File: src/include/cpu16_settings.svh
// Fixed widths and host map tied to the 16-bit encoding; changing them breaks the instruction format
`ifndef CPU16_SETTINGS_SVH
`define CPU16_SETTINGS_SVH

// Data and instruction word
`define CPU16_WORD_W 16

// Instruction memory, in words
`define CPU16_IMEM_DEPTH 256

// APB byte address width
`define CPU16_PADDR_W 12

// Host map, byte addresses, word stride 4
`define CPU16_ADDR_IMEM_BASE 12'h000
`define CPU16_ADDR_CTRL      12'h400 // bit0 = run
`define CPU16_ADDR_STATUS    12'h404
`define CPU16_ADDR_REG_BASE  12'h440 // r0..r15

// CALL link target
`define CPU16_LINK_REG 15

`endif

File: src/logic/cpu16_isa_pkg.sv
// Instruction-set types; opcode codes C and D have no meaning and decode as NOP
`include "cpu16_settings.svh"

package cpu16_isa_pkg;

	typedef logic [`CPU16_WORD_W-1:0] word_t;

	typedef enum logic [3:0] {
		OP_ADD  = 4'h0,
		OP_SUB  = 4'h1,
		OP_NAND = 4'h2,
		OP_XOR  = 4'h3,
		OP_SLL  = 4'h4,
		OP_SRL  = 4'h5,
		OP_SRA  = 4'h6,
		OP_LLB  = 4'h7,
		OP_LHB  = 4'h8,
		OP_BR   = 4'h9,
		OP_CALL = 4'hA,
		OP_RET  = 4'hB,
		OP_HLT  = 4'hE,
		OP_NOP  = 4'hF
	} opcode_e;

	// Branch conditions, tested against the flags register
	typedef enum logic [2:0] {
		COND_NE, COND_EQ, COND_GT, COND_LT,
		COND_GE, COND_LE, COND_OV, COND_ALWAYS
	} cond_e;

	typedef enum logic [1:0] {
		BK_NONE, BK_BR, BK_CALL, BK_RET
	} br_kind_e;

	// Every view of one instruction word, overlapping
	typedef struct packed {
		opcode_e     opcode; // [15:12]
		cond_e       cond;   // [10:8]
		logic [3:0]  rs;     // [7:4]
		logic [3:0]  rt;     // [3:0]
		logic [3:0]  rd;     // [11:8]
		logic [3:0]  imm4;   // [3:0], shift amount
		logic [7:0]  imm8;   // [7:0], load byte or branch offset
		logic [11:0] target; // [11:0], CALL absolute
	} id_fields_t;

	typedef struct packed {
		opcode_e     op;
		logic [3:0]  rd;
		logic        we;
		logic        flag_we; // ALU ops only
		br_kind_e    br;
		cond_e       cond;
		logic [3:0]  imm4;
		logic [7:0]  imm8;
		logic [11:0] target;
		word_t       pc;      // Address of this instruction
	} ex_ctrl_t;

	typedef struct packed {
		logic       we;
		logic [3:0] rd;
		word_t      data;
	} wb_t;

	typedef struct packed {
		logic z;
		logic n;
		logic v;
	} flags_t;

	// Bubble loaded into ID/EX on reset and flush
	localparam ex_ctrl_t EX_BUBBLE = '{
		op: OP_NOP, rd: '0, we: 1'b0, flag_we: 1'b0, br: BK_NONE,
		cond: COND_NE, imm4: '0, imm8: '0, target: '0, pc: '0
	};

endpackage

File: src/logic/reg_file.sv
// Sixteen registers, one write port; all reads see a same-cycle write (write-through)
`timescale 1ns/10ps

module reg_file (
	input  logic                 clk,
	input  logic                 rst_n,
	input  logic [3:0]           rd_addr_a, // rs
	input  logic [3:0]           rd_addr_b, // rt, rd or link
	input  logic [3:0]           host_addr,
	input  cpu16_isa_pkg::wb_t   wb,
	output cpu16_isa_pkg::word_t rd_data_a,
	output cpu16_isa_pkg::word_t rd_data_b,
	output cpu16_isa_pkg::word_t host_data
);
	import cpu16_isa_pkg::*;

	word_t regs [16];

	always_ff @(posedge clk) begin
		if (!rst_n) begin
			for (int i = 0; i < 16; i++)
				regs[i] <= '0;
		end else if (wb.we) begin
			regs[wb.rd] <= wb.data; // r0 is ordinary
		end
	end

	// Bypass so decode never waits on execute
	assign rd_data_a = (wb.we && wb.rd == rd_addr_a) ? wb.data : regs[rd_addr_a];
	assign rd_data_b = (wb.we && wb.rd == rd_addr_b) ? wb.data : regs[rd_addr_b];
	assign host_data = (wb.we && wb.rd == host_addr) ? wb.data : regs[host_addr];

endmodule

File: config.mk
export PLATFORM = sky130hd
export DESIGN_NAME = reg_file
export DESIGN_NICKNAME = d
export VERILOG_FILES = /design/src/logic/cpu16_isa_pkg.sv /design/src/logic/reg_file.sv
export VERILOG_INCLUDE_DIRS = /design/src /design/src/include
export SDC_FILE = /design/constraint.sdc
export NUM_CORES = 1
export LEC_CHECK = 0
export BUFFER_PORTS_ARGS = -buffer_cell sky130_fd_sc_hd__buf_2
export CORE_MARGIN = 10
export CORE_UTILIZATION = 55
export CTS_CLUSTER_SIZE = 16
export DETAILED_ROUTE_END_ITERATION = 12
export PLACE_DENSITY_LB_ADDON = 0.08
export SLEW_MARGIN = 20
export SYNTH_ARGS = -nofsm -noshare
export SYNTH_HDL_FRONTEND = slang
export SYNTH_SLANG_ARGS = --single-unit
File: constraint.sdc
create_clock -name clk -period 5 [get_ports clk]
set_input_delay 0.75 -clock clk [delete_from_list [all_inputs] [get_ports clk]]
set_output_delay 0.75 -clock clk [all_outputs]
set_load 0.005 [all_outputs]
Word-level counts from Yosys, hierarchy flattened

Memory sizes are Yosys's and may differ from the RTL's.
Index checks and enable logic that the tools add are counted.
Widths: inputs -> output; s select.

Memories: 1
Input bits: 35
Register bits after elaboration: 0
Memory bits (read-only): 0
Latch bits: 0
RAM bits: 256

Memory list:

| memory | words | bits a word | rd ports | clocked after Yosys merged registers in | wr ports | RTL line       | source |
|---|---|---|---|---|---|---|---|
| regs   | 16    | 16          | 3        | 0                                       | 16       | reg_file.sv:17 | `word_t regs [16];` |

Reductions and logical operators: 4
Divide/modulo/power cells: 0
Multiplexer cells: 10
Add/subtract/negate cells: 0
Eq/ne operators: 3
$mul: 0
Shift-type cells: 0
Bitwise operators: 0
$lt $le $gt $ge: 0

Operator list:

| cell              | number |
|---|---|
| $mux 16           | 4 |
| $reduce_or 16->1  | 1 |
| $eq 4x4->1        | 3 |
| $mux 1            | 5 |
| $mux 4            | 1 |
| $logic_and 1x1->1 | 3 |

Longest topological paths before layout

Gate-level depths: netlist (run 1).

Depth after elaboration: 5
Depth in mapped cells: 6
Gate-level depth less buffers: 4

Worst setup path after synthesis (run 1)

No wires, ideal clock.

Kind: input to register
From: input wb[18] (netlist bit)
To: memory regs[1][0] (netlist bit), enable pin
Cell stages on the path: 4
Arrival: 2.616 ns
Slack: 1.973 ns
Setup time: 0.411 ns
Cells stage by stage: buf_2 -> or3_1 -> buf_2 -> o21ai_0

RTL lines:

| item               | RTL line       | source |
|---|---|---|
| start: declaration | reg_file.sv:10 | `input cpu16_isa_pkg::wb_t wb,` |
| end: declaration   | reg_file.sv:17 |  |

Final worst setup path (run 1)

From: input host_addr[3]
To: output host_data[6]

Word-level cells in the longest chain between the ends: 3
Elaborated cells between the ends (all ways): 4
Classes of those cells: eq/ne (1); mux (1); reduce/logical (1); memory (1)

RTL lines:

| item                                                  | RTL line       | source |
|---|---|---|
| start: declaration                                    | reg_file.sv:9  | `input logic [3:0] host_addr,` |
| branches (longest 2 deep; another with $mem_v2 16x16) | --             |  |
| $mux 16 *                                             | reg_file.sv:31 | `assign host_data = (wb.we && wb.rd == host_addr) ? wb.data : regs[host_addr];` |
| end: declaration                                      | reg_file.sv:13 | `output cpu16_isa_pkg::word_t host_data` |

Every way passes the cells marked *.

==> impl_results.md, run 1 <==
* Die Span Y at 194 um
* Gpl congestion at 0.818
* FF/Latch Area at 7690 sq um
* Max Cap Viol at 0
* CP Capture Type: output pin
* Num rows at 63
* Switching Share at 0.257
* Mapped Area at 16,600 sq um
* Sum of net half-perimeters after detailed placement at 31,700 um
* WS Path Type: in2out
* Root buffer cell: clkbuf_16
* Hold-fix buffer count after cts at 0
* Worst hold slack at 0.720 ns
* Critical Path RT at 4.25 ns
* Critical Path AT at 2.96 ns
* Largest net degree at the start of global routing at 47
* Final setup vio count at 0
* Clock transition at path regs at 0.06 ns
* Fin crit period at 3.71 ns
* Placed instance area at 17,400 sq um
* Final Cell Area at 18,400 sq um
* Clock power share at 0.380
* Ranking of synthesized cells by area: edfxtp_1 (46%), mux4_2 (26%), and2_1 (9.7%), mux2i_1 (8.7%), mux2_2 (3.3%)
* Gr usage total at 0.271
* Max Root-Sink Buffers at 3
* Worst slew pin tran at 1.26 ns
* Seq/Total Area, Yosys at 0.464
* Total number of vias at 10,300
* Initial antenna violation count at 3
* First-pass GRT wire length at 74,900 um
* Post-CTS resize count at 0
* I/O Buffers at 82
* Die W at 194 um
* Die area at 37,500 sq um
* Most frequent cells after synthesis: and2_1 (256), edfxtp_1 (256), mux4_2 (192)
* Slew Limit Fails at 0
* Netlist cell types at 24
* H-tree level count at 1
* P_leak at 6.61 nW
* Synth top area share at 0.464
* Power share of the sequential group at 0.447
* Io pins at 83
* Fin crit share at 0.741
* Setup TNS at 0 ns
* Multi-input gate area at 8430 sq um
* Ys async rst share at 0
* Hold Fails Final Rpt at 0
* Max-slew headroom at 0.161
* Logic pwr share at 0.173
* Inserted Clock Buffers at 28
* WL final at 51,600 um
* Placeable Area at 29,700 sq um
* Post-route ant nets at 0
* Drt via density at 6.76
* Cells after Synth at 1,056
* Fin util at 0.618
* Synth-to-Final Area Change at 10.8%
* DRT iter0 DRCs at 1,141
* Yosys top cell by area: edfxtp_1
* GRT overflow at 0
* HP Class: in2reg
* Pwr dens at 314 nW/um^2
* Worst-path maximum fanout at 24
* Setup bufs post-CTS at 0
* Sw Pwr at 0.00148 W
* Syn_nets at 1,091
* Flop and latch count out of synthesis at 256
* Total power at 0.00577 W
* Largest register FFs at 256
* TritonCTS clock tree: yes
* RSZ-0062 raised after global routing: no
* Layout Nets at 1,141
* Status: completed
* Top Registers: regs x256
* Clock Sinks at 256
* Largest Register: regs
* Syn Area/Cell at 15.7 sq um
* Share of cells above drive strength 1 at 0.389
* Synth Flop Type: edfxtp_1
* Yosys warning count at 0
* FILL cells at 2,193
* Vias in the first global route at 10,500
* Peak supply drop at 291 uV
* Number of synthesized flops with an enable pin at 256
* P_int at 0.00428 W
* Avg WL per Cell at 33.9 um
* Critical Path Source Type: input pin
* Highest Clock Rate at 270 MHz
* DRC at 0
* Initial Util at 0.558
* DRT Pass-1 Iters at 5
[final cells by class]
class | instances | share of cell area
multi-input cells | 698 | 0.459
clock buffers | 29 | 0.0395
diodes | 3 | 0.000409
clock inverters | 23 | 0.0136
flip-flops and latches | 256 | 0.419
well taps | 390 | 0.0266
repair buffers | 122 | 0.0425
[stage by stage]
stage	cells	worst slack, ns
2_1_floorplan	1056	1.97
3_3_place_gp	1466	1.34
3_5_place_dp	1466	1.31
4_1_cts	1518	1.31
5_1_grt	1518	1.23
6_report	1521	1.29
[metal layers]
layer | track usage | up-vias | part of all wire
met3 | 0.0434 | 112 | 0.066
met1 | 0.353 | 5445 | 0.40
met5 | 0 | - | 0.00027
met4 | 0.0878 | 2 | 0.036
li1 | - | 4270 | -
met2 | 0.454 | 446 | 0.50
[cell usage in the layout (no fill, tap or decap)]
cell type,Yosys,routed
nor2_4,0,3
xor2_1,9,9
mux2_2,48,48
nor2_1,9,1
buf_12,0,5
buf_2,34,79
edfxtp_1,256,256
mux4_2,192,192
o21ai_2,0,8
nand4_1,1,1
clkinvlp_4,0,3
clkinv_1,0,5
clkinv_4,0,2
nor3_2,3,4
clkinv_2,0,8
bufinv_16,0,5
mux2i_1,144,144
o21ai_4,0,4
nor4_4,3,3
diode_2,0,3
and2_1,256,256
nand2b_1,6,6
nand2_1,5,5
xnor2_1,3,3
nand4b_1,2,2
clkbuf_16,0,29
buf_4,3,38
or3_1,1,1
nor2_2,3,8
[kinds of logic (layout without fill, tap and decap cells)]
| logic type | count (synthesis) | in the layout | share of synthesized area |
|---|---|---|---|
| AO/OA/AOI/OAI | 12 | 12 | 0.00362 |
| XOR/XNOR | 12 | 12 | 0.00634 |
| buffers and inverters | 102 | 174 | 0.0346 |
| flip-flops | 256 | 256 | 0.464 |
| multiplexers | 384 | 384 | 0.381 |
| other | 0 | 3 | 0 |
| AND/OR/NAND/NOR | 290 | 290 | 0.111 |
[critical path, stage by stage]
cell     delay (ns)
buf_2          0.50
buf_4          0.49
mux4_2         0.39
mux2i_1        0.23
mux2i_1        0.14
mux2_2         0.29
buf_2          0.15
[worst paths after layout]
kind | startpoint | endpoint | cells past startpoint | slack (ns)
max | host_addr[3] | host_data[6] | 7 | 1.29
min | wb[2] | regs[9][2]$_SDFFCE_PN0P_ | 2 | 0.72
[power by group through the flow]
stage / combinational, W / sequential (W) / clock, W
final: 0.000997 / 0.00258 / 0.00219
after floorplan: 0.000663 / 0.00259 / 0
after global placement: 0.000991 / 0.00261 / 0
after CTS: 0.000996 / 0.00257 / 0.00220
after detailed placement: 0.000993 / 0.00262 / 0
after global routing: 0.00105 / 0.00259 / 0.00229
Power figures use the tool's default switching activity.
==> run 2: changes to the inputs <==
==> constraint.sdc (replaced) <==
create_clock -name clk -period 3.2 [get_ports clk]
set_input_delay 0.48 -clock clk [delete_from_list [all_inputs] [get_ports clk]]
set_output_delay 0.48 -clock clk [all_outputs]
set_load 0.005 [all_outputs]
==> run 2 against run 1 <==
Critical path depth unchanged. Cell count grew 2.3%. Via count increased by 3.1%. Final area grew 1.3%. Worst hold slack worse by 0.27 ns. Non-clock buffer count increased by 36. Wire length is 0.95% higher. First-iteration DRC count decreased by 0.44%. Die area is the same. Critical path type unchanged.
==> impl_results.md, run 2 (synthesis results as in run 1) <==
* Max Root-Sink Buffers at 3 (unchanged)
* RSZ-0062 raised after global routing: no
* Pwr dens at 467 nW/um^2 (+49%)
* Inserted Clock Buffers at 29 (+3.6%)
* Synth-to-Final Area Change at 12.3%
* H-tree level count at 1 (unchanged)
* Num rows at 63 (unchanged)
* Largest net degree at the start of global routing at 64 (+36%)
* Initial Util at 0.558 (unchanged)
* Hold Fails Final Rpt at 0 (unchanged)
* Share of cells above drive strength 1 at 0.395 (+0.00600)
* Clock Sinks at 256 (unchanged)
* Clock transition at path regs at 0.06 ns (about the same)
* Worst-path maximum fanout at 34 (+42%)
* WS Path Type: in2out
* P_leak at 6.78 nW (+2.5%)
* Hold-fix buffer count after cts at 0 (unchanged)
* Largest register FFs at 256 (unchanged)
* Pre-CTS setup slack at 0.456 ns (-0.851 ns)
* Most frequent cells in the layout: and2_1 (256), edfxtp_1 (256), mux4_2 (192)
* I/O Buffers at 82 (unchanged)
* Gr usage total at 0.274 (+0.00335)
* WHS Path Cells at 2 (unchanged)
* Root buffer cell: clkbuf_16
* TritonCTS clock tree: yes
* Vias in the first global route at 10,800 (+2.0%)
* First-pass GRT wire length at 75,800 um (+1.3%)
* Peak supply drop at 461 uV (+59%)
* Slew Limit Fails at 0 (unchanged)
* Fin crit period at 2.75 ns
* Status: completed
* Gpl congestion at 0.869 (+6.2%)
* Fin util at 0.626 (+0.00800)
* Io pins at 83 (unchanged)
* Post-CTS resize count at 0 (unchanged)
* Critical Path AT at 2.27 ns (-0.69 ns)
* Post-route insts no fill at 1,556 (+2.3%)
* WL final at 52,100 um (+0.95%)
* Placed cell count at 1,502 (+2.5%)
* Max-slew headroom at 0.400 (+0.239)
* Post-route ant nets at 0 (unchanged)
* CP Cell Sequence: buf_4, buf_12, mux4_2, mux2i_1, mux2i_1, mux2_2, buf_2
* Placed instance area at 17,700 sq um (+2.1%)
* Final setup vio count at 0 (unchanged)
* Most used cell, CP: mux2i_1
* Die area at 37,500 sq um (unchanged)
* Initial antenna violation count at 2 (-1)
* Critical Path RT at 2.72 ns (-1.53 ns)
* Setup slack after layout at 0.446 ns (-0.848 ns)
* DRC at 0 (unchanged)
* Largest Register: regs
* Die W at 194 um (unchanged)
* Final Cell Area at 18,600 sq um (+1.3%)
* Setup TNS at 0 ns (unchanged)
* DRT Pass-1 Iters at 5 (unchanged)
* Fin crit share at 0.861
* Worst slew pin tran at 0.897 ns (-0.361 ns)
* Hold_sp: wb[14]
* Critical Path Max Stage Delay at 0.54 ns (+0.04 ns)
* CP Capture Type: output pin
* Highest Clock Rate at 363 MHz
* Layout Nets at 1,178 (+3.2%)
* DRT iter0 DRCs at 1,136 (-0.44%)
* Total number of vias at 10,600 (+3.1%)
* Setup bufs post-CTS at 0 (unchanged)
* Sum of net half-perimeters after detailed placement at 33,200 um (+4.7%)
* Worst path slowest cell: mux4_2
* GRT overflow at 0 (unchanged)
* Top Registers: regs x256
* HP Class: in2reg
* Avg WL per Cell at 33.5 um (-1.3%)
* Drt via density at 6.81 (+0.81%)
* Max Cap Viol at 0 (unchanged)
* WHS Endpoint: regs[3][14]$_SDFFCE_PN0P_
* Die Span Y at 194 um (unchanged)
* Placeable Area at 29,700 sq um (unchanged)
* Critical Path Source Type: input pin
[run 2: cell types whose count changed in the layout (fill, tap and decap cells not counted), moves of 3 or more]
cell       change
buf_12        +13
nor2_4         -3
clkinv_2       -4
clkbuf_1       +6
o21ai_2        +4
nor2_1         +8
bufinv_16      -5
buf_4         +23
nor2_2         -5
o21ai_4        -4
[run 2: power by group]
group	switching, W	leakage, nW	internal, W
combinational	0.000806	3.93	0.000793
sequential	0.000140	2.44	0.00389
clock	0.00139	0.403	0.00166
total	0.00234	6.78	0.00634
[run 2: worst max path at each step]
stage,from,to,cells after the start
after global placement,rd_addr_b[0],rd_data_b[7],7
final,rd_addr_b[0],rd_data_b[9],7
after floorplan,wb[18],regs[1][0]$_SDFFCE_PN0P_,4
after global routing,regs[13][2]$_SDFFCE_PN0P_,host_data[2],5
after detailed placement,rd_addr_a[0],rd_data_a[12],7
after CTS,regs[13][2]$_SDFFCE_PN0P_,host_data[2],5
[run 2: worst max-delay path: cells and delay by family]
family | cells | cell delay, ns
multiplexers | 4 | 1.20
buffers and inverters | 3 | 0.54
[run 2: through the flow]
stage          hold slack [ns]  total power, W
6_report                 0.450         0.00868
5_1_grt                  0.458         0.00893
2_1_floorplan            0.678         0.00508
4_1_cts                  0.439         0.00869
3_5_place_dp              1.02         0.00568
3_3_place_gp             0.998         0.00566
[run 2: layout make-up]
type | instances | area [sq um]
Antenna cell | 2 | 5.00
Clock buffer | 35 | 748
Clock inverter | 17 | 98.8
Fill cell | 2202 | 11100
Multi-Input combinational cell | 698 | 8360
Sequential cell | 256 | 7690
Tap cell | 390 | 488
Timing Repair Buffer | 158 | 1210
[run 2: metal layers]
layer / GRT usage / vias up / wire (um)
met4: 0.112 / 0 / 2420
li1: - / 4354 / -
met5: 0 / - / 0
met1: 0.361 / 5532 / 20200
met3: 0.0600 / 130 / 4730
met2: 0.433 / 581 / 24800
==> run 3: changes to the inputs <==
--- a/config.mk
+++ b/config.mk
@@ -8,9 +8,10 @@
 export LEC_CHECK = 0
 export BUFFER_PORTS_ARGS = -buffer_cell sky130_fd_sc_hd__buf_2
 export CORE_MARGIN = 10
-export CORE_UTILIZATION = 55
+export CORE_UTILIZATION = 60
 export CTS_CLUSTER_SIZE = 16
 export DETAILED_ROUTE_END_ITERATION = 12
+export GPL_TIMING_DRIVEN = 0
 export PLACE_DENSITY_LB_ADDON = 0.08
 export SLEW_MARGIN = 20
 export SYNTH_ARGS = -nofsm -noshare
==> constraint.sdc (replaced) <==
create_clock -name clk -period 2.95 [get_ports clk]
set_input_delay 0.4425 -clock clk [delete_from_list [all_inputs] [get_ports clk]]
set_output_delay 0.4425 -clock clk [all_outputs]
set_load 0.005 [all_outputs]
==> run 3 against run 2 <==
Via count shrank 1.2%. Wire length shrank 11%. Power grew 12%. Sequential power grew 8.4%. Final area shrank 0.56%. Global-route usage is essentially flat. Sequential share of layout area grew 0.23 points. Critical path depth is the same. Combinational power grew 9%. Non-clock buffer count grew 22.
==> impl_results.md, run 3 (synthesis results as in run 1) <==
* Max-slew headroom at 0.402 (+0.00196)
* DRT Pass-1 Iters at 5 (unchanged)
* Gr usage total at 0.274 (about the same)
* Die area at 34,700 sq um (-7.5%)
* Most used cell, CP: buf_2
* Post-route ant nets at 0 (unchanged)
* CP Cell Sequence: buf_2, buf_2, mux4_2, mux2i_1, mux2i_1, mux2_2, buf_2
* Met1 Use GR at 0.391 (+0.0296)
* Highest Clock Rate at 340 MHz
* WHS Endpoint: regs[6][7]$_SDFFCE_PN0P_
* Share of cells above drive strength 1 at 0.371 (-0.0242)
* Pre-CTS setup slack at -0.405 ns (-0.862 ns)
* Drt via density at 6.72 (-1.3%)
* Status: completed
* Clock Sinks at 256 (unchanged)
* Final setup vio count at 0 (unchanged)
* Placed instance area at 17,600 sq um (-1.1%)
* Max Root-Sink Buffers at 3 (unchanged)
* P_int at 0.00721 W (+14%)
* Die W at 186 um (-3.8%)
* Initial antenna violation count at 0 (-2)
* Most frequent cells in the layout: and2_1 (256), edfxtp_1 (256), mux4_2 (192)
* Largest Register: regs
* Io pins at 83 (unchanged)
* Sw Pwr at 0.00251 W (+7.3%)
* RSZ-0062 raised after global routing: no
* Critical Path AT at 2.50 ns (+0.23 ns)
* GR peak layer: met2
* Vias in the first global route at 10,500 (-1.9%)
* Initial Util at 0.611 (+0.0538)
* Worst slew pin tran at 0.897 ns (+0.000376 ns)
* DRT iter0 DRCs at 1,175 (+3.4%)
* WL final at 46,500 um (-11%)
* Root buffer cell: clkbuf_16
* Worst-path maximum fanout at 11 (-68%)
* DRC at 0 (unchanged)
* Sum of net half-perimeters after detailed placement at 36,700 um (+11%)
* CP Capture Type: output pin
* Setup slack after layout at 0.00754 ns (-0.438 ns)
* GRT overflow at 0 (unchanged)
* Layout Nets at 1,199 (+1.8%)
* Logic pwr share at 0.180 (-0.004)
* WS Path Type: in2out
* CP delay by family, top: multiplexers
* HP Class: in2reg
* Num rows at 60 (-4.8%)
* Hold_sp: wb[7]
* GR Util met3 at 0.0611 (+0.00112)
* Critical Path RT at 2.51 ns (-0.21 ns)
* Worst path slowest cell: buf_2
* Inserted Clock Buffers at 28 (-3.4%)
* Largest net degree at the start of global routing at 17 (-73%)
* Fin crit period at 2.94 ns
* Slew Limit Fails at 0 (unchanged)
* CP startpoint: rd_addr_b[3]
* Largest register FFs at 256 (unchanged)
* I/O Buffers at 69 (-16%)
* Avg WL per Cell at 29.9 um (-11%)
* Worst hold slack at 0.323 ns (-0.126 ns)
* Worst Path Buf+Inv at 3 (unchanged)
* Synth-to-Final Area Change at 11.6%
* H-tree level count at 1 (unchanged)
* Hold Fails Final Rpt at 0 (unchanged)
* Switching Share at 0.258 (-0.0110)
* Max Cap Viol at 0 (unchanged)
* Clock power share at 0.369 (+0.017)
* Pwr dens at 525 nW/um^2 (+13%)
* Critical Path Max Stage Delay at 0.45 ns (-0.09 ns)
* Power share of the sequential group at 0.450 (-0.014)
* Die Span Y at 186 um (-3.8%)
* Peak supply drop at 500 uV (+8.5%)
* Gpl congestion at 0.959 (+10%)
* Diodes inserted at 0 (-2)
* First-pass GRT wire length at 68,900 um (-9.2%)
* Met2 GRT Util at 0.423 (-0.00982)
* Total number of vias at 10,500 (-1.2%)
* Fin crit share at 0.997
* WHS Path Cells at 2 (unchanged)
* P_leak at 6.69 nW (-1.2%)
* Final Cell Area at 18,500 sq um (-0.56%)
* Top Registers: regs x256
* Clock transition at path regs at 0.06 ns (about the same)
* Critical Path Source Type: input pin
* Placeable Area at 27,100 sq um (-8.8%)
* TritonCTS clock tree: yes
run 3: power by group through the flow:
stage	Sequential [W]	Combinational, W	Clock (W)
global route	0.00439	0.00183	0.00375
detailed placement	0.00444	0.00172	0
CTS	0.00437	0.00173	0.00360
global placement	0.00442	0.00167	0
floorplan	0.00438	0.00112	0
finish	0.00437	0.00175	0.00359
run 3: repair_timing:
action                     in CTS  in global routing
pin swaps                       0                  1
hold buffers                    0                  0
buffers inserted                0                  0
gates resized for setup         0                  2
setup endpoints to repair      48                 12
run 3: per-layer routing:
metal,part of all wire,vias to the layer above
met1,0.40,5363
met2,0.46,633
li1,-,4395
met5,0,-
met3,0.11,79
met4,0.025,0
run 3: metrics by stage:
stage,instances,total power [W],TNS (ns),utilization
2_1_floorplan,1056,0.00551,0,-
3_3_place_gp,1497,0.00610,-135.93,0.641
3_5_place_dp,1509,0.00616,-16.00,0.648
4_1_cts,1558,0.00969,0,0.682
5_1_grt,1558,0.00997,0,0.683
6_report,1558,0.00971,0,0.683
run 3: worst max path at each step:
stage,to,slack (ns),cells past startpoint
6_report,rd_data_b[13],0.008,7
2_1_floorplan,regs[1][0]$_SDFFCE_PN0P_,0.23,4
5_1_grt,rd_data_b[13],0.002,7
3_3_place_gp,regs[6][10]$_SDFFCE_PN0P_,-0.89,4
3_5_place_dp,rd_data_a[6],-0.41,8
4_1_cts,rd_data_b[12],0.01,6
run 3: layout make-up:
class	instances	area [sq um]
plain buffers	99	564
clock buffers	34	744
clock inverters	18	198
fillers	1880	8600
multi-input cells	698	8360
flip-flops and latches	256	7690
well taps	372	465
repair buffers	81	483
