===== config.mk =====
export PLATFORM = sky130hd
export DESIGN_NAME = exec_unit
export DESIGN_NICKNAME = d
export VERILOG_FILES = /design/src/logic/cpu16_isa_pkg.sv /design/src/logic/exec_unit.sv
export VERILOG_INCLUDE_DIRS = /design/src /design/src/include
export SDC_FILE = /design/constraint.sdc
export NUM_CORES = 1
export LEC_CHECK = 0
export BUFFER_PORTS_ARGS = -buffer_cell sky130_fd_sc_hd__buf_2
export CORE_ASPECT_RATIO = 0.9
export CORE_UTILIZATION = 55
export DETAILED_ROUTE_END_ITERATION = 7
export PLACE_DENSITY = 0.79
export SYNTH_ARGS = -nofsm -noshare
export SYNTH_HDL_FRONTEND = slang
export SYNTH_SLANG_ARGS = --single-unit

===== constraint.sdc =====
create_clock -name clk -period 8.5 [get_ports clk]
set_clock_uncertainty 0.1 [all_clocks]
set_input_delay 0.425 -clock clk [delete_from_list [all_inputs] [get_ports clk]]
set_output_delay 0.425 -clock clk [all_outputs]
set_load 0.1 [all_outputs]

===== src/include/cpu16_settings.svh =====
// Fixed widths and host map tied to the 16-bit encoding; changing them breaks the instruction format
`ifndef CPU16_SETTINGS_SVH
`define CPU16_SETTINGS_SVH

// Data and instruction word
`define CPU16_WORD_W 16

// Instruction memory, in words
`define CPU16_IMEM_DEPTH 256

// APB byte address width
`define CPU16_PADDR_W 12

// Host map, byte addresses, word stride 4
`define CPU16_ADDR_IMEM_BASE 12'h000
`define CPU16_ADDR_CTRL      12'h400 // bit0 = run
`define CPU16_ADDR_STATUS    12'h404
`define CPU16_ADDR_REG_BASE  12'h440 // r0..r15

// CALL link target
`define CPU16_LINK_REG 15

`endif


===== src/logic/cpu16_isa_pkg.sv =====
// Instruction-set types; opcode codes C and D have no meaning and decode as NOP
`include "cpu16_settings.svh"

package cpu16_isa_pkg;

	typedef logic [`CPU16_WORD_W-1:0] word_t;

	typedef enum logic [3:0] {
		OP_ADD  = 4'h0,
		OP_SUB  = 4'h1,
		OP_NAND = 4'h2,
		OP_XOR  = 4'h3,
		OP_SLL  = 4'h4,
		OP_SRL  = 4'h5,
		OP_SRA  = 4'h6,
		OP_LLB  = 4'h7,
		OP_LHB  = 4'h8,
		OP_BR   = 4'h9,
		OP_CALL = 4'hA,
		OP_RET  = 4'hB,
		OP_HLT  = 4'hE,
		OP_NOP  = 4'hF
	} opcode_e;

	// Branch conditions, tested against the flags register
	typedef enum logic [2:0] {
		COND_NE, COND_EQ, COND_GT, COND_LT,
		COND_GE, COND_LE, COND_OV, COND_ALWAYS
	} cond_e;

	typedef enum logic [1:0] {
		BK_NONE, BK_BR, BK_CALL, BK_RET
	} br_kind_e;

	// Every view of one instruction word, overlapping
	typedef struct packed {
		opcode_e     opcode; // [15:12]
		cond_e       cond;   // [10:8]
		logic [3:0]  rs;     // [7:4]
		logic [3:0]  rt;     // [3:0]
		logic [3:0]  rd;     // [11:8]
		logic [3:0]  imm4;   // [3:0], shift amount
		logic [7:0]  imm8;   // [7:0], load byte or branch offset
		logic [11:0] target; // [11:0], CALL absolute
	} id_fields_t;

	typedef struct packed {
		opcode_e     op;
		logic [3:0]  rd;
		logic        we;
		logic        flag_we; // ALU ops only
		br_kind_e    br;
		cond_e       cond;
		logic [3:0]  imm4;
		logic [7:0]  imm8;
		logic [11:0] target;
		word_t       pc;      // Address of this instruction
	} ex_ctrl_t;

	typedef struct packed {
		logic       we;
		logic [3:0] rd;
		word_t      data;
	} wb_t;

	typedef struct packed {
		logic z;
		logic n;
		logic v;
	} flags_t;

	// Bubble loaded into ID/EX on reset and flush
	localparam ex_ctrl_t EX_BUBBLE = '{
		op: OP_NOP, rd: '0, we: 1'b0, flag_we: 1'b0, br: BK_NONE,
		cond: COND_NE, imm4: '0, imm8: '0, target: '0, pc: '0
	};

endpackage


===== src/logic/exec_unit.sv =====
// Execute stage; nothing writes or redirects while hazard is high, HLT redirects to itself
`timescale 1ns/10ps

module exec_unit (
	input  logic                    clk,
	input  logic                    rst_n,
	input  logic                    hazard,
	input  logic                    flush,
	input  cpu16_isa_pkg::ex_ctrl_t ctrl_in,
	input  cpu16_isa_pkg::word_t    op_a,
	input  cpu16_isa_pkg::word_t    op_b,
	output cpu16_isa_pkg::wb_t      wb,
	output logic                    redirect_valid,
	output cpu16_isa_pkg::word_t    redirect_pc,
	output logic                    halt_seen
);
	import cpu16_isa_pkg::*;

	localparam int MSB = $bits(word_t) - 1;

	ex_ctrl_t ctrl_q;
	word_t    a_q, b_q;
	flags_t   flags, alu_flags;
	word_t    result, next_pc, br_target;
	logic     active, cond_ok;

	// ID/EX register
	always_ff @(posedge clk) begin
		if (!rst_n || flush)
			ctrl_q <= EX_BUBBLE;
		else if (!hazard)
			ctrl_q <= ctrl_in;
	end

	always_ff @(posedge clk) begin
		if (!hazard) begin
			a_q <= op_a;
			b_q <= op_b;
		end
	end

	assign active    = !hazard;
	assign next_pc   = ctrl_q.pc + 1'b1;
	assign br_target = next_pc + {{8{ctrl_q.imm8[7]}}, ctrl_q.imm8}; // Relative to pc+1

	always_comb begin
		result    = '0;
		alu_flags = flags;
		case (ctrl_q.op)
			OP_ADD: begin
				result      = a_q + b_q;
				alu_flags.v = (a_q[MSB] == b_q[MSB]) && (result[MSB] != a_q[MSB]);
			end
			OP_SUB: begin
				result      = a_q - b_q;
				alu_flags.v = (a_q[MSB] != b_q[MSB]) && (result[MSB] != a_q[MSB]);
			end
			OP_NAND: begin
				result      = ~(a_q & b_q);
				alu_flags.v = 1'b0;
			end
			OP_XOR: begin
				result      = a_q ^ b_q;
				alu_flags.v = 1'b0;
			end
			OP_SLL:  result = a_q << ctrl_q.imm4;
			OP_SRL:  result = a_q >> ctrl_q.imm4;
			OP_SRA:  result = word_t'($signed(a_q) >>> ctrl_q.imm4);
			OP_LLB:  result = {{8{ctrl_q.imm8[7]}}, ctrl_q.imm8};
			OP_LHB:  result = {ctrl_q.imm8, b_q[7:0]}; // b carries old rd
			OP_CALL: result = next_pc;                 // Link value
			default: result = '0;
		endcase
		alu_flags.z = (result == '0);
		alu_flags.n = result[MSB];
	end

	// Only ALU ops touch the flags
	always_ff @(posedge clk) begin
		if (!rst_n)
			flags <= '0;
		else if (active && ctrl_q.flag_we)
			flags <= alu_flags;
	end

	always_comb begin
		case (ctrl_q.cond)
			COND_NE: cond_ok = !flags.z;
			COND_EQ: cond_ok = flags.z;
			COND_GT: cond_ok = !flags.z && !flags.n;
			COND_LT: cond_ok = flags.n;
			COND_GE: cond_ok = !flags.n;
			COND_LE: cond_ok = flags.n || flags.z;
			COND_OV: cond_ok = flags.v;
			default: cond_ok = 1'b1; // ALWAYS
		endcase
	end

	always_comb begin
		redirect_valid = 1'b0;
		redirect_pc    = next_pc;
		case (ctrl_q.br)
			BK_BR: begin
				redirect_valid = active && cond_ok;
				redirect_pc    = br_target;
			end
			BK_CALL: begin
				redirect_valid = active;
				redirect_pc    = {4'b0, ctrl_q.target};
			end
			BK_RET: begin
				redirect_valid = active;
				redirect_pc    = b_q; // r15
			end
			default: begin
				// Park the pc on the HLT
				redirect_valid = active && ctrl_q.op == OP_HLT;
				redirect_pc    = ctrl_q.pc;
			end
		endcase
	end

	assign halt_seen = active && ctrl_q.op == OP_HLT;

	assign wb.we   = active && ctrl_q.we;
	assign wb.rd   = ctrl_q.rd;
	assign wb.data = result;

endmodule


# After elaboration in Yosys (flattened, before gate mapping)
# Cells that the tools add are included.
# Widths: inputs -> output; s select.
# op_classes
addsub,4
eq_ne,23
shift,3
muxes,5
n_bitwise,3
n_reduce_logical,20
# ops
operator,count
$pmux 16 s10,1
$pmux 16 s3,1
$add 16x16->16,2
$add 16x1->16 const B,1
$and 16x16->16,1
$eq 4x3->1 const B,4
$logic_not 16->1,1
$not 16->16,1
$shl 16x4->16,1
$shr 16x4->16,1
$sshr 16x4->16,1
$sub 16x16->16,1
$xor 16x16->16,1
$eq 4x4->1 const B,3
$eq 3x3->1 const B,3
$eq 4x2->1 const B,2
$logic_and 1x1->1,7
$pmux 1 s7,1
$eq 3x2->1 const B,2
$eq 2x2->1 const B,2
$eq 4x1->1 const B,1
$logic_not 1->1,4
$logic_not 4->1,1
$reduce_or 2->1,2
10 further kinds,13
# word_totals
reg_bits,90
input_bits,91
output_inout_bits,39
word_cells,73

# Depth between registers and ports, before layout
# Gate-level depths: netlist (run 1).
# depth
depth_word,5
ltp_mapped,13
depth_no_buf,13

# Worst setup path before layout (run 1)
# No wires, ideal clock.
# synth_timing
path_type,register -> output
startpoint,reg ctrl_q[2] (netlist bit)
endpoint,out redirect_pc[13]
t_arrival_ns,4.591
t_required_ns,7.975
slack_ns,3.384
stages_incl_launch_ff,14
n_path_buf,1
cell_sequence,dfxtp_1 and4_1 clkbuf_1 and3_1 nand2_1 xor2_1 inv_1 ha_1 nand3_1 o2111a_1 nor3_1 a31oi_1 xor2_1 o21ai_0
# synth_between
elab_chain_cells,3
# synth_rtl
element,line_no,source
start: declaration,exec_unit.sv:21,ex_ctrl_t ctrl_q;
start signal: assignment,exec_unit.sv:32,ctrl_q <= ctrl_in;
$add 16x1->16,exec_unit.sv:43,assign next_pc = ctrl_q.pc + 1'b1;
$add 16x16->16,exec_unit.sv:44,"assign br_target = next_pc + {{8{ctrl_q.imm8[7]}}, ctrl_q.imm8};"
$pmux 16 s3,exec_unit.sv:102,case (ctrl_q.br)
end: declaration,exec_unit.sv:14,"output cpu16_isa_pkg::word_t redirect_pc,"
# No other way between the ends.

# Worst setup path in the final report (run 1)
# Same ends and word-level chain as after synthesis.

==> flow_summary.json, run 1 <==
{
  "rows": 43,
  "die-height_um": 122,
  "synth_common_cells": "nor2_1 (107), mux2i_1 (70), dfxtp_1 (58)",
  "async_flop_share_pct": 0,
  "avgViaCountPerCell": 6.76,
  "placed_area_um2": 9430,
  "tightest_slew_ns": 1.14,
  "vias": 8725,
  "grt_pass1_wl_um": 47100,
  "avgRoutedWirePerCell_um": 24.3,
  "synth_edf_count": 32,
  "yosysMostFrequentCell": "nor2_1",
  "synth_fp_nets": 1147,
  "r2r_start": "ctrl_q[37]",
  "detail_route.iter0.violations": 1122,
  "start_util_pct": 56.5,
  "holdWs_ns": 0.135,
  "die_w_um": 135,
  "grt_pass1_vias": 8327,
  "finalNonFillerCells": 1290,
  "p_per_area_nw_per_um2": 140,
  "portBuffers": 129,
  "crit_family": "simple AND/OR/NAND/NOR gates",
  "finalCriticalPeriod_ns": 4.74,
  "crit_chain": "and4_1, and3_1, nand2_1, xor2_1, inv_1, ha_1, nand3_1, o2111a_1, nor3_1, a31oi_1, xor2_1, o21ai_0, buf_2",
  "crit_start": "ctrl_q[2]",
  "endpoint": "redirect_pc[13]",
  "synth.distinct_cells": 92,
  "clk_pin_slew_worst_paths_ns": 0.07,
  "worstSkewPairLatency_ns": 0.36,
  "layout.nets": 1225,
  "pwr-share-seq_pct": 38.0,
  "r2r-end": "flags[2]",
  "r2r_cells": 9,
  "start_kind": "register",
  "cts-root-buf": "clkbuf_16",
  "cts_setup_buffers": 0,
  "finalCritPeriodShare_pct": 55.7,
  "layout_setup_ws_ns": 3.76,
  "ctsResizeCount": 0,
  "setup_tns_ns": 0,
  "cts_made_buffers": 9,
  "sw_frac_of_total_pct": 39.1,
  "worstPathArrival_ns": 4.21,
  "crit_required_ns": 7.98,
  "cpPeakStageDelay_ns": 0.49,
  "utilization_pct": 62.9,
  "gp_congestion": 1.01,
  "status": "finished, final reports clean",
  "p_comb_share_pct": 32.6,
  "post-dp-hpwl_um": 24000,
  "cts.path.max_buffers": 2,
  "grt_max_degree": 51,
  "pre_cts_ws_ns": 4.24,
  "p_int_mw": 0.827,
  "path_class": "register to output port",
  "antenna_found_initial": 0,
  "synth_area_um2": 8730,
  "drive_gt1_share_pct": 19.4,
  "io_pins": 130,
  "die-area_um2": 16400,
  "max_freq_mhz": 211,
  "postLayoutCellArea_um2": 9710,
  "power.total_mw": 1.36,
  "wirelength_um": 31300,
  "hold_path_class": "input pin to register",
  "r2r_slack_ns": 4.15,
  "place_inst": 1274,
  "worstPathMaxFanout": 7,
  "synth_top_area_share_pct": 13.3,
  "slew_headroom_pct": 24.1,
  "ys_seq_area_share_pct": 24.3,
  "finalSetupViolations": 0,
  "worst-path-buf-inv": 2,
  "drtAntennaViolNets": 0,
  "drc": 0,
  "ys_ff_latch": 90,
  "peakVddDrop_uv": 113,
  "grt-ovfl-total": 0,
  "cts_tree": "done",
  "worst-path-stages": 13,
  "slew_viol_final": 0,
  "yosys.area.top_type": "dfxtp_1",
  "critPathCaptureType": "output port",
  "dr.pass1.iters": 6,
  "yosysWarnings": 0,
  "p_switching_mw": 0.532,
  "hold_buffers": 0,
  "coreArea_um2": 15400,
  "cpMaxStageDelayCell": "dfxtp_1",
  "ys.flop_type": "dfxtp_1",
  "cts_sinks": 90,
  "layout-area-overhead-vs-synth_pct": 11.3,
  "ys_top_cells_by_area": "dfxtp_1 (13%), edfxtp_1 (11%), mux2i_1 (8.0%)",
  "p_clk_share_pct": 29.3,
  "track_usage_pct": 38.6,
  "cts_max_level": 3,
  "p_leak_nw": 4.26,
  "rsz0062_at_grt": "false",
  "cpMostUsedCell": "xor2_1",
  "drv_cap": 0,
  "final_hold_viol_count": 0,
  "avgSynthCellArea_um2": 8.68,
  "diodes": 0,
  "syn_inst": 1005
}
how the worst min path moves through the flow:
stage | slack, ns | endpoint | start | cells after the start
global placement | 0.37 | flags[0] | flags[0] | 2
floorplan | 0.34 | flags[0] | flags[0] | 2
detailed placement | 0.38 | flags[0] | flags[0] | 2
finish | 0.14 | a_q[15] | op_a[15] | 1
global route | 0.13 | a_q[14] | op_a[14] | 1
CTS | 0.13 | a_q[14] | op_a[14] | 1
cell families (layout without fill, tap and decap cells):
group / after synthesis / count (layout) / synth area share [%]
xor gates and xnor gates: 39 / 39 / 3.91
and+or+nand+nor: 328 / 328 / 19.1
adders and majority gates: 52 / 52 / 7.68
AOI/OAI and AO/OA: 254 / 254 / 21.6
buffers and inverters: 128 / 211 / 5.95
muxes: 114 / 114 / 17.4
DFF: 90 / 90 / 24.3
area by class of cell:
class	instances	area [um2]
multi-input cells	787	6100
fillers	1368	5730
flip-flops and latches	90	2120
repair buffers	143	753
well taps	202	253
clock buffers	9	225
inverters	52	195
clock inverters	7	58.8
power groups by stage:
stage	logic, mW	registers [mW]	clock network [mW]
4_1_cts	0.434	0.515	0.405
3_5_place_dp	0.432	0.524	0
2_1_floorplan	0.332	0.498	0
3_3_place_gp	0.429	0.524	0
6_report	0.443	0.517	0.399
5_1_grt	0.470	0.520	0.416
layer usage:
layer  up-vias  GRT usage, %  share of wire [%]
li1       3963             -                  -
met1      4163          50.5                 42
met2       493          56.9                 42
met3       104          9.82                9.3
met4         2          23.8                6.1
met5         -          2.16               0.14
worst reg2reg max path, stage by stage, from the launching register on:
cell	delay (ns)
dfxtp_2	1.03
mux4_2	0.45
a22o_1	0.24
a2bb2o_1	0.29
a31o_1	0.20
a221oi_1	0.47
o221ai_1	0.27
or4_1	0.60
a2111o_1	0.41
o41ai_2	0.20
cell usage in the layout, fill, tap and decap left out, types with 6 or more instances in the layout:
master	instances
a211o_1	13
a211oi_1	10
a21o_1	12
a21oi_1	39
a221oi_1	6
a31oi_1	14
and2_1	10
and3_1	9
buf_2	128
buf_4	15
clkbuf_16	9
dfxtp_1	57
edfxtp_1	32
ha_1	48
inv_1	47
mux2_1	11
mux2i_1	70
mux4_2	26
nand2_1	54
nand2b_1	13
nand3_1	31
nand4_1	9
nor2_1	107
nor2b_1	17
nor3_1	23
nor4_1	8
o2111ai_1	9
o211ai_1	16
o21a_1	8
o21ai_0	30
o21ai_1	6
o221ai_1	9
o31ai_1	7
xnor2_1	22
xor2_1	17
state kept, by name (all words and copies together) (netlist names):
signal and flops:
wb 4, a_q 16, b_q 16, flags 3, ctrl_q 51
Note: power is estimated with default switching activity, not from simulation.
==> run 2: changes to the inputs <==
--- a/config.mk
+++ b/config.mk
@@ -6,11 +6,12 @@
 export SDC_FILE = /design/constraint.sdc
 export NUM_CORES = 1
 export LEC_CHECK = 0
+export ABC_AREA = 1
 export BUFFER_PORTS_ARGS = -buffer_cell sky130_fd_sc_hd__buf_2
 export CORE_ASPECT_RATIO = 0.9
-export CORE_UTILIZATION = 55
+export CORE_UTILIZATION = 53
 export DETAILED_ROUTE_END_ITERATION = 7
-export PLACE_DENSITY = 0.79
+export PLACE_DENSITY = 0.8
 export SYNTH_ARGS = -nofsm -noshare
 export SYNTH_HDL_FRONTEND = slang
 export SYNTH_SLANG_ARGS = --single-unit
==> constraint.sdc (replaced) <==
create_clock -name clk -period 4.35 [get_ports clk]
set_clock_uncertainty 0.1 [all_clocks]
set_input_delay 0.2175 -clock clk [delete_from_list [all_inputs] [get_ports clk]]
set_output_delay 0.2175 -clock clk [all_outputs]
set_load 0.1 [all_outputs]
==> run 2 against run 1 <==
Compared with the run above: the run now ends with negative hold slack left; flip-flop and latch count is the same; sequential share of layout area shrank 0.77 points; routed wire length grew 14%; via count grew 22%; first-iteration DRC count grew 17%; global-route usage grew 4.3 points; clock power grew 110%; die area grew 2.1%; combinational power grew 100%; register-to-register slack lost 3.2 ns; highest routed layer unchanged.
==> flow_summary.json, run 2 <==
{
  "status": "finished, violations left",
  "failed_checks": "negative hold slack",
  "cts_made_buffers": 9,
  "vias": 10700,
  "holdWs_ns": -0.00126,
  "detail_route.iter0.violations": 1311,
  "p_leak_nw": 4.99,
  "start_kind": "register",
  "cts_max_level": 3,
  "synth_area_um2": 8590,
  "highest_layer": "met5",
  "place_inst": 1727,
  "grt-ovfl-total": 0,
  "ys.flop_type": "dfxtp_1",
  "worstPathArrival_ns": 3.82,
  "finalSetupViolations": 0,
  "async_flop_share_pct": 0,
  "final_cell_mix": "nand2_1 (463), nand3_1 (212), inv_1 (147), buf_2 (128), nor2_1 (117)",
  "dr_wl_met3_um": 4730,
  "track_usage_pct": 42.9,
  "rsz0062_at_grt": "false",
  "cts_setup_buffers": 0,
  "p_clk_share_pct": 30.7,
  "p_switching_mw": 1.14,
  "drc": 0,
  "r2r_start": "b_q[0]",
  "wl_met2_um": 14900,
  "cts_tree": "done",
  "cts.path.max_buffers": 2,
  "grt_pass1_vias": 9485,
  "drtAntennaViolNets": 0,
  "path_class": "register to output port",
  "hold_path_depth": 3,
  "synth.distinct_cells": 45,
  "finalCritPeriodShare_pct": 95.0,
  "worst_hold_path.endpoint": "ctrl_q[22]",
  "synth_common_cells": "nand2_1 (463), nand3_1 (212), inv_1 (147)",
  "start_util_pct": 55.1,
  "drive_gt1_share_pct": 10.8,
  "post-dp-hpwl_um": 27700,
  "worstSkewPairLatency_ns": 0.37,
  "die-height_um": 123,
  "r2r_cells": 16,
  "ys_ff_latch": 90,
  "grt_max_degree": 73,
  "die-area_um2": 16700,
  "crit_required_ns": 4.03,
  "finalNonFillerCells": 1788,
  "setup_tns_ns": 0,
  "slew_headroom_pct": 29.6,
  "cts-root-buf": "clkbuf_16",
  "synth_edf_count": 32,
  "max_freq_mhz": 242,
  "p_int_mw": 1.59,
  "rows": 43,
  "yosysWarnings": 0,
  "diodes": 0,
  "r2r-end": "flags[2]",
  "finalCriticalPeriod_ns": 4.13,
  "r2r_slack_ns": 0.95,
  "portBuffers": 129,
  "wirelength_um": 35600,
  "ys_seq_area_share_pct": 24.7,
  "io_pins": 130,
  "worstPathMaxFanout": 6,
  "die_w_um": 136,
  "synth_top_area_share_pct": 20.2,
  "tightest_slew_ns": 1.05,
  "pwr-share-seq_pct": 36.4,
  "coreArea_um2": 15600,
  "final_hold_viol_count": 2,
  "clk_pin_slew_worst_paths_ns": 0.08,
  "drv_cap": 0,
  "wl_met1_um": 14700,
  "synth_fp_nets": 1585,
  "largest_reg_flops": 51,
  "utilization_pct": 64.5,
  "avgViaCountPerCell": 5.97,
  "hold_start": "ctrl_in[22]",
  "layout.nets": 1723,
  "largest-register": "ctrl_q",
  "layout-area-overhead-vs-synth_pct": 17.1,
  "cts_sinks": 90,
  "yosysMostFrequentCell": "nand2_1",
  "dr.pass1.iters": 6,
  "gp_congestion": 1.05,
  "antenna_found_initial": 1,
  "peakVddDrop_uv": 205,
  "layout_commonest_cell": "nand2_1",
  "critPathCaptureType": "output port",
  "power.total_mw": 2.73,
  "sw_frac_of_total_pct": 41.7,
  "syn_inst": 1443,
  "slew_viol_final": 0,
  "hold_path_class": "input pin to register",
  "top_regs": "ctrl_q: 51 flops, a_q: 16 flops, b_q: 16 flops",
  "avgRoutedWirePerCell_um": 19.9,
  "avgSynthCellArea_um2": 5.95,
  "p_comb_share_pct": 32.9,
  "p_per_area_nw_per_um2": 272,
  "grt_pass1_wl_um": 53300,
  "yosys.area.top_type": "nand2_1",
  "ys_top_cells_by_area": "nand2_1 (20%), dfxtp_1 (14%), nand3_1 (12%)"
}
-- run 2: power groups by stage --
stage	Sequential (mW)	Combinational (mW)	Clock [mW]
finish	0.995	0.898	0.840
global route	0.997	0.978	0.864
CTS	0.989	0.870	0.832
detailed placement	1.01	0.835	0
global placement	1.01	0.827	0
floorplan	0.968	0.617	0
-- run 2: metal layers --
layer | vias up | global-route usage [%]
met1 | 4809 | 58.9
met5 | - | 0
met2 | 708 | 63.4
met4 | 2 | 16.2
li1 | 5074 | -
met3 | 85 | 11.9
-- run 2: cell families (layout without fill, tap and decap cells) --
| kind of cell | Yosys count | count (layout) | share of synthesized area, % |
|---|---|---|---|
| AND/OR/NAND/NOR | 852 | 852 | 42.1 |
| AO/OA/AOI/OAI | 233 | 233 | 14.9 |
| buffers and inverters | 209 | 352 | 9.74 |
| flip-flops | 90 | 90 | 24.7 |
| adder cells (fa/ha/maj) | 51 | 51 | 7.69 |
| XOR/XNOR | 8 | 8 | 0.816 |
-- run 2: timing repair --
action | CTS | global route
hold buffers | 45 | 0
gates resized for setup | 0 | 1
endpoints found under the hold margin | 45 | 0
endpoints found under the setup margin | 0 | 1
-- run 2: per-stage QoR --
| step | hold slack (ns) | setup WS (ns) | instance area (um2) |
|---|---|---|---|
| after floorplan | 0.216 | 0.255 | 8590 |
| after global placement | 0.294 | 0.649 | 9300 |
| after detailed placement | 0.296 | 0.596 | 9300 |
| after CTS | 0.000307 | 0.195 | 10100 |
| after global routing | 0.00657 | 0.0226 | 10100 |
| final | -0.00126 | 0.216 | 10100 |
-- run 2: worst max-delay path by stage --
stage	startpoint	to	slack, ns	cells after the start
4_1_cts	ctrl_q[0]	redirect_pc[15]	0.20	15
5_1_grt	ctrl_q[0]	redirect_pc[15]	0.02	15
2_1_floorplan	ctrl_q[0]	redirect_pc[15]	0.25	14
6_report	ctrl_q[0]	redirect_pc[15]	0.22	15
3_5_place_dp	ctrl_q[0]	redirect_pc[15]	0.60	15
3_3_place_gp	ctrl_q[0]	redirect_pc[15]	0.65	15
-- run 2: worst max-delay path, stage by stage, from the launching register on --
cell	delay, ns
dfxtp_1	0.39
ha_1	0.20
nand2_1	0.07
nor2_1	0.26
nand3b_1	0.24
or2_2	0.33
nand2_1	0.10
ha_1	0.29
a21oi_1	0.15
o21ai_0	0.09
inv_1	0.08
nand3_1	0.12
a221oi_1	0.51
nor2_1	0.08
o211ai_1	0.18
clkbuf_4	0.35
-- run 2: area by class of cell --
type | count | area (um2)
well taps | 202 | 253
repair buffers | 184 | 1170
inverters | 152 | 571
multi-input cells | 1144 | 5630
flip-flops and latches | 90 | 2120
clock buffers | 9 | 225
clock inverters | 7 | 81.3
fillers | 1490 | 5550
==> run 3: changes to the inputs <==
==> constraint.sdc (replaced) <==
create_clock -name clk -period 3.8 [get_ports clk]
set_clock_uncertainty 0.1 [all_clocks]
set_input_delay 0.19 -clock clk [delete_from_list [all_inputs] [get_ports clk]]
set_output_delay 0.19 -clock clk [all_outputs]
set_load 0.1 [all_outputs]
==> run 3 against run 2 <==
Compared with the run above: the flow finishes with violations (design-rule violations); via count rose by 4.9%; flip-flop and latch count did not move; highest routed layer is now met4; sequential power rose by 15%; clock power rose by 15%; core utilization rose by 2.6 points; die area did not move; design area rose by 4.1%.
==> flow_summary.json, run 3 (same netlist as run 2, synthesis figures left out) <==
{
  "wl_met1_um": 15300,
  "cts_made_buffers": 9,
  "max_freq_mhz": 273,
  "avgRoutedWirePerCell_um": 21.1,
  "hold_path_depth": 3,
  "worstPathArrival_ns": 3.37,
  "top_regs": "ctrl_q: 51 flops, a_q: 16 flops, b_q: 16 flops",
  "critPathCaptureType": "output port",
  "layout_setup_ws_ns": 0.142,
  "slew_headroom_pct": 22.7,
  "drc": 2,
  "cts_max_level": 3,
  "highest_layer": "met4",
  "grt_pass1_wl_um": 55900,
  "layout-area-overhead-vs-synth_pct": 21.9,
  "cts.path.max_buffers": 2,
  "coreArea_um2": 15600,
  "final_cell_mix": "nand2_1 (462), nand3_1 (211), inv_1 (147), buf_2 (123), nor2_1 (116)",
  "clk_pin_slew_worst_paths_ns": 0.08,
  "cts-root-buf": "clkbuf_16",
  "cts_tree": "done",
  "grt_max_degree": 56,
  "postLayoutCellArea_um2": 10500,
  "p_leak_nw": 5.16,
  "tightest_slew_ns": 1.16,
  "rsz0062_at_grt": "true",
  "die-height_um": 123,
  "finalNonFillerCells": 1821,
  "track_usage_pct": 45.4,
  "finalCriticalPeriod_ns": 3.66,
  "cts_sinks": 90,
  "p_per_area_nw_per_um2": 305,
  "dr_wl_met3_um": 5480,
  "vias": 11200,
  "die-area_um2": 16700,
  "gp_congestion": 1.06,
  "crit_required_ns": 3.51,
  "start_kind": "register",
  "status": "finished, violations left",
  "path_class": "register to output port",
  "rows": 43,
  "pre_cts_ws_ns": 0.314,
  "hold_path_class": "input pin to register",
  "grt-ovfl-total": 0,
  "worstPathMaxFanout": 6,
  "finalCritPeriodShare_pct": 96.3,
  "grt_pass1_vias": 9756,
  "layout_commonest_cell": "nand2_1",
  "drtAntennaViolNets": 0,
  "portBuffers": 129,
  "r2r_cells": 15,
  "drv_cap": 0,
  "wirelength_um": 38500,
  "placed_area_um2": 9360,
  "dr.pass1.iters": 8,
  "place_inst": 1733,
  "holdWs_ns": 0.00651,
  "slew_viol_final": 0,
  "failed_checks": "design-rule violations",
  "die_w_um": 136,
  "avgViaCountPerCell": 6.15,
  "finalSetupViolations": 0,
  "wl_met2_um": 16100,
  "post-dp-hpwl_um": 28400,
  "peakVddDrop_uv": 283,
  "worstSkewPairLatency_ns": 0.37,
  "detail_route.iter0.violations": 1972,
  "utilization_pct": 67.1,
  "layout.nets": 1755,
  "setup_tns_ns": 0,
  "antenna_found_initial": 0,
  "start_util_pct": 55.1,
  "power.total_mw": 3.19,
  "largest_reg_flops": 51,
  "drive_gt1_share_pct": 11.9,
  "io_pins": 130,
  "final_hold_viol_count": 0,
  "largest-register": "ctrl_q"
}
==> run 3: timing repair <==
| item | CTS | global route |
|---|---|---|
| pin swaps | 0 | 1 |
| buffers inserted | 0 | 1 |
| hold endpoints to repair | 70 | 0 |
| hold buffers | 70 | 0 |
| gates resized for setup | 1 | 27 |
| endpoints found under the setup margin | 1 | 10 |
==> run 3: worst paths after layout <==
path                            slack [ns]         endpoint         from
worst min register to register        0.38       ctrl_q[17]   ctrl_q[17]
worst max-delay path                  0.14  redirect_pc[15]    ctrl_q[1]
worst min-delay path                 0.007       ctrl_q[44]  ctrl_in[44]
worst max register to register        0.58         flags[2]       b_q[4]
==> run 3: critical path: stages, from the launching register on <==
cell	delay, ns
dfxtp_2	0.37
ha_1	0.19
nand2_1	0.12
nor2_4	0.14
nand3b_1	0.20
nor2_1	0.14
nand2_1	0.08
nand2_1	0.07
inv_1	0.04
ha_1	0.35
inv_1	0.12
nor4_2	0.38
a221oi_4	0.12
nand2_1	0.08
nand2_1	0.05
o211ai_1	0.25
buf_6	0.27
==> run 3: layout make-up <==
type | instances | area [um2]
multi-input combinational | 1144 | 5720
inverter | 152 | 571
clock buffer | 9 | 225
timing repair buffer | 216 | 1500
antenna | 1 | 2.50
sequential | 90 | 2130
tap | 202 | 253
clock inverter | 7 | 76.3
fill | 1391 | 5130
==> run 3: layer usage <==
layer / GRT usage, % / vias up
met2: 67.1 / 898
met1: 62.0 / 5062
li1: - / 5137
met5: 0 / -
met4: 17.1 / 0
met3: 13.1 / 102
==> run 3: report_power, final <==
| part | internal (mW) | switching, mW |
|---|---|---|
| Clock | 0.473 | 0.497 |
| Sequential | 1.05 | 0.0878 |
| Combinational | 0.328 | 0.758 |
| Total | 1.85 | 1.34 |
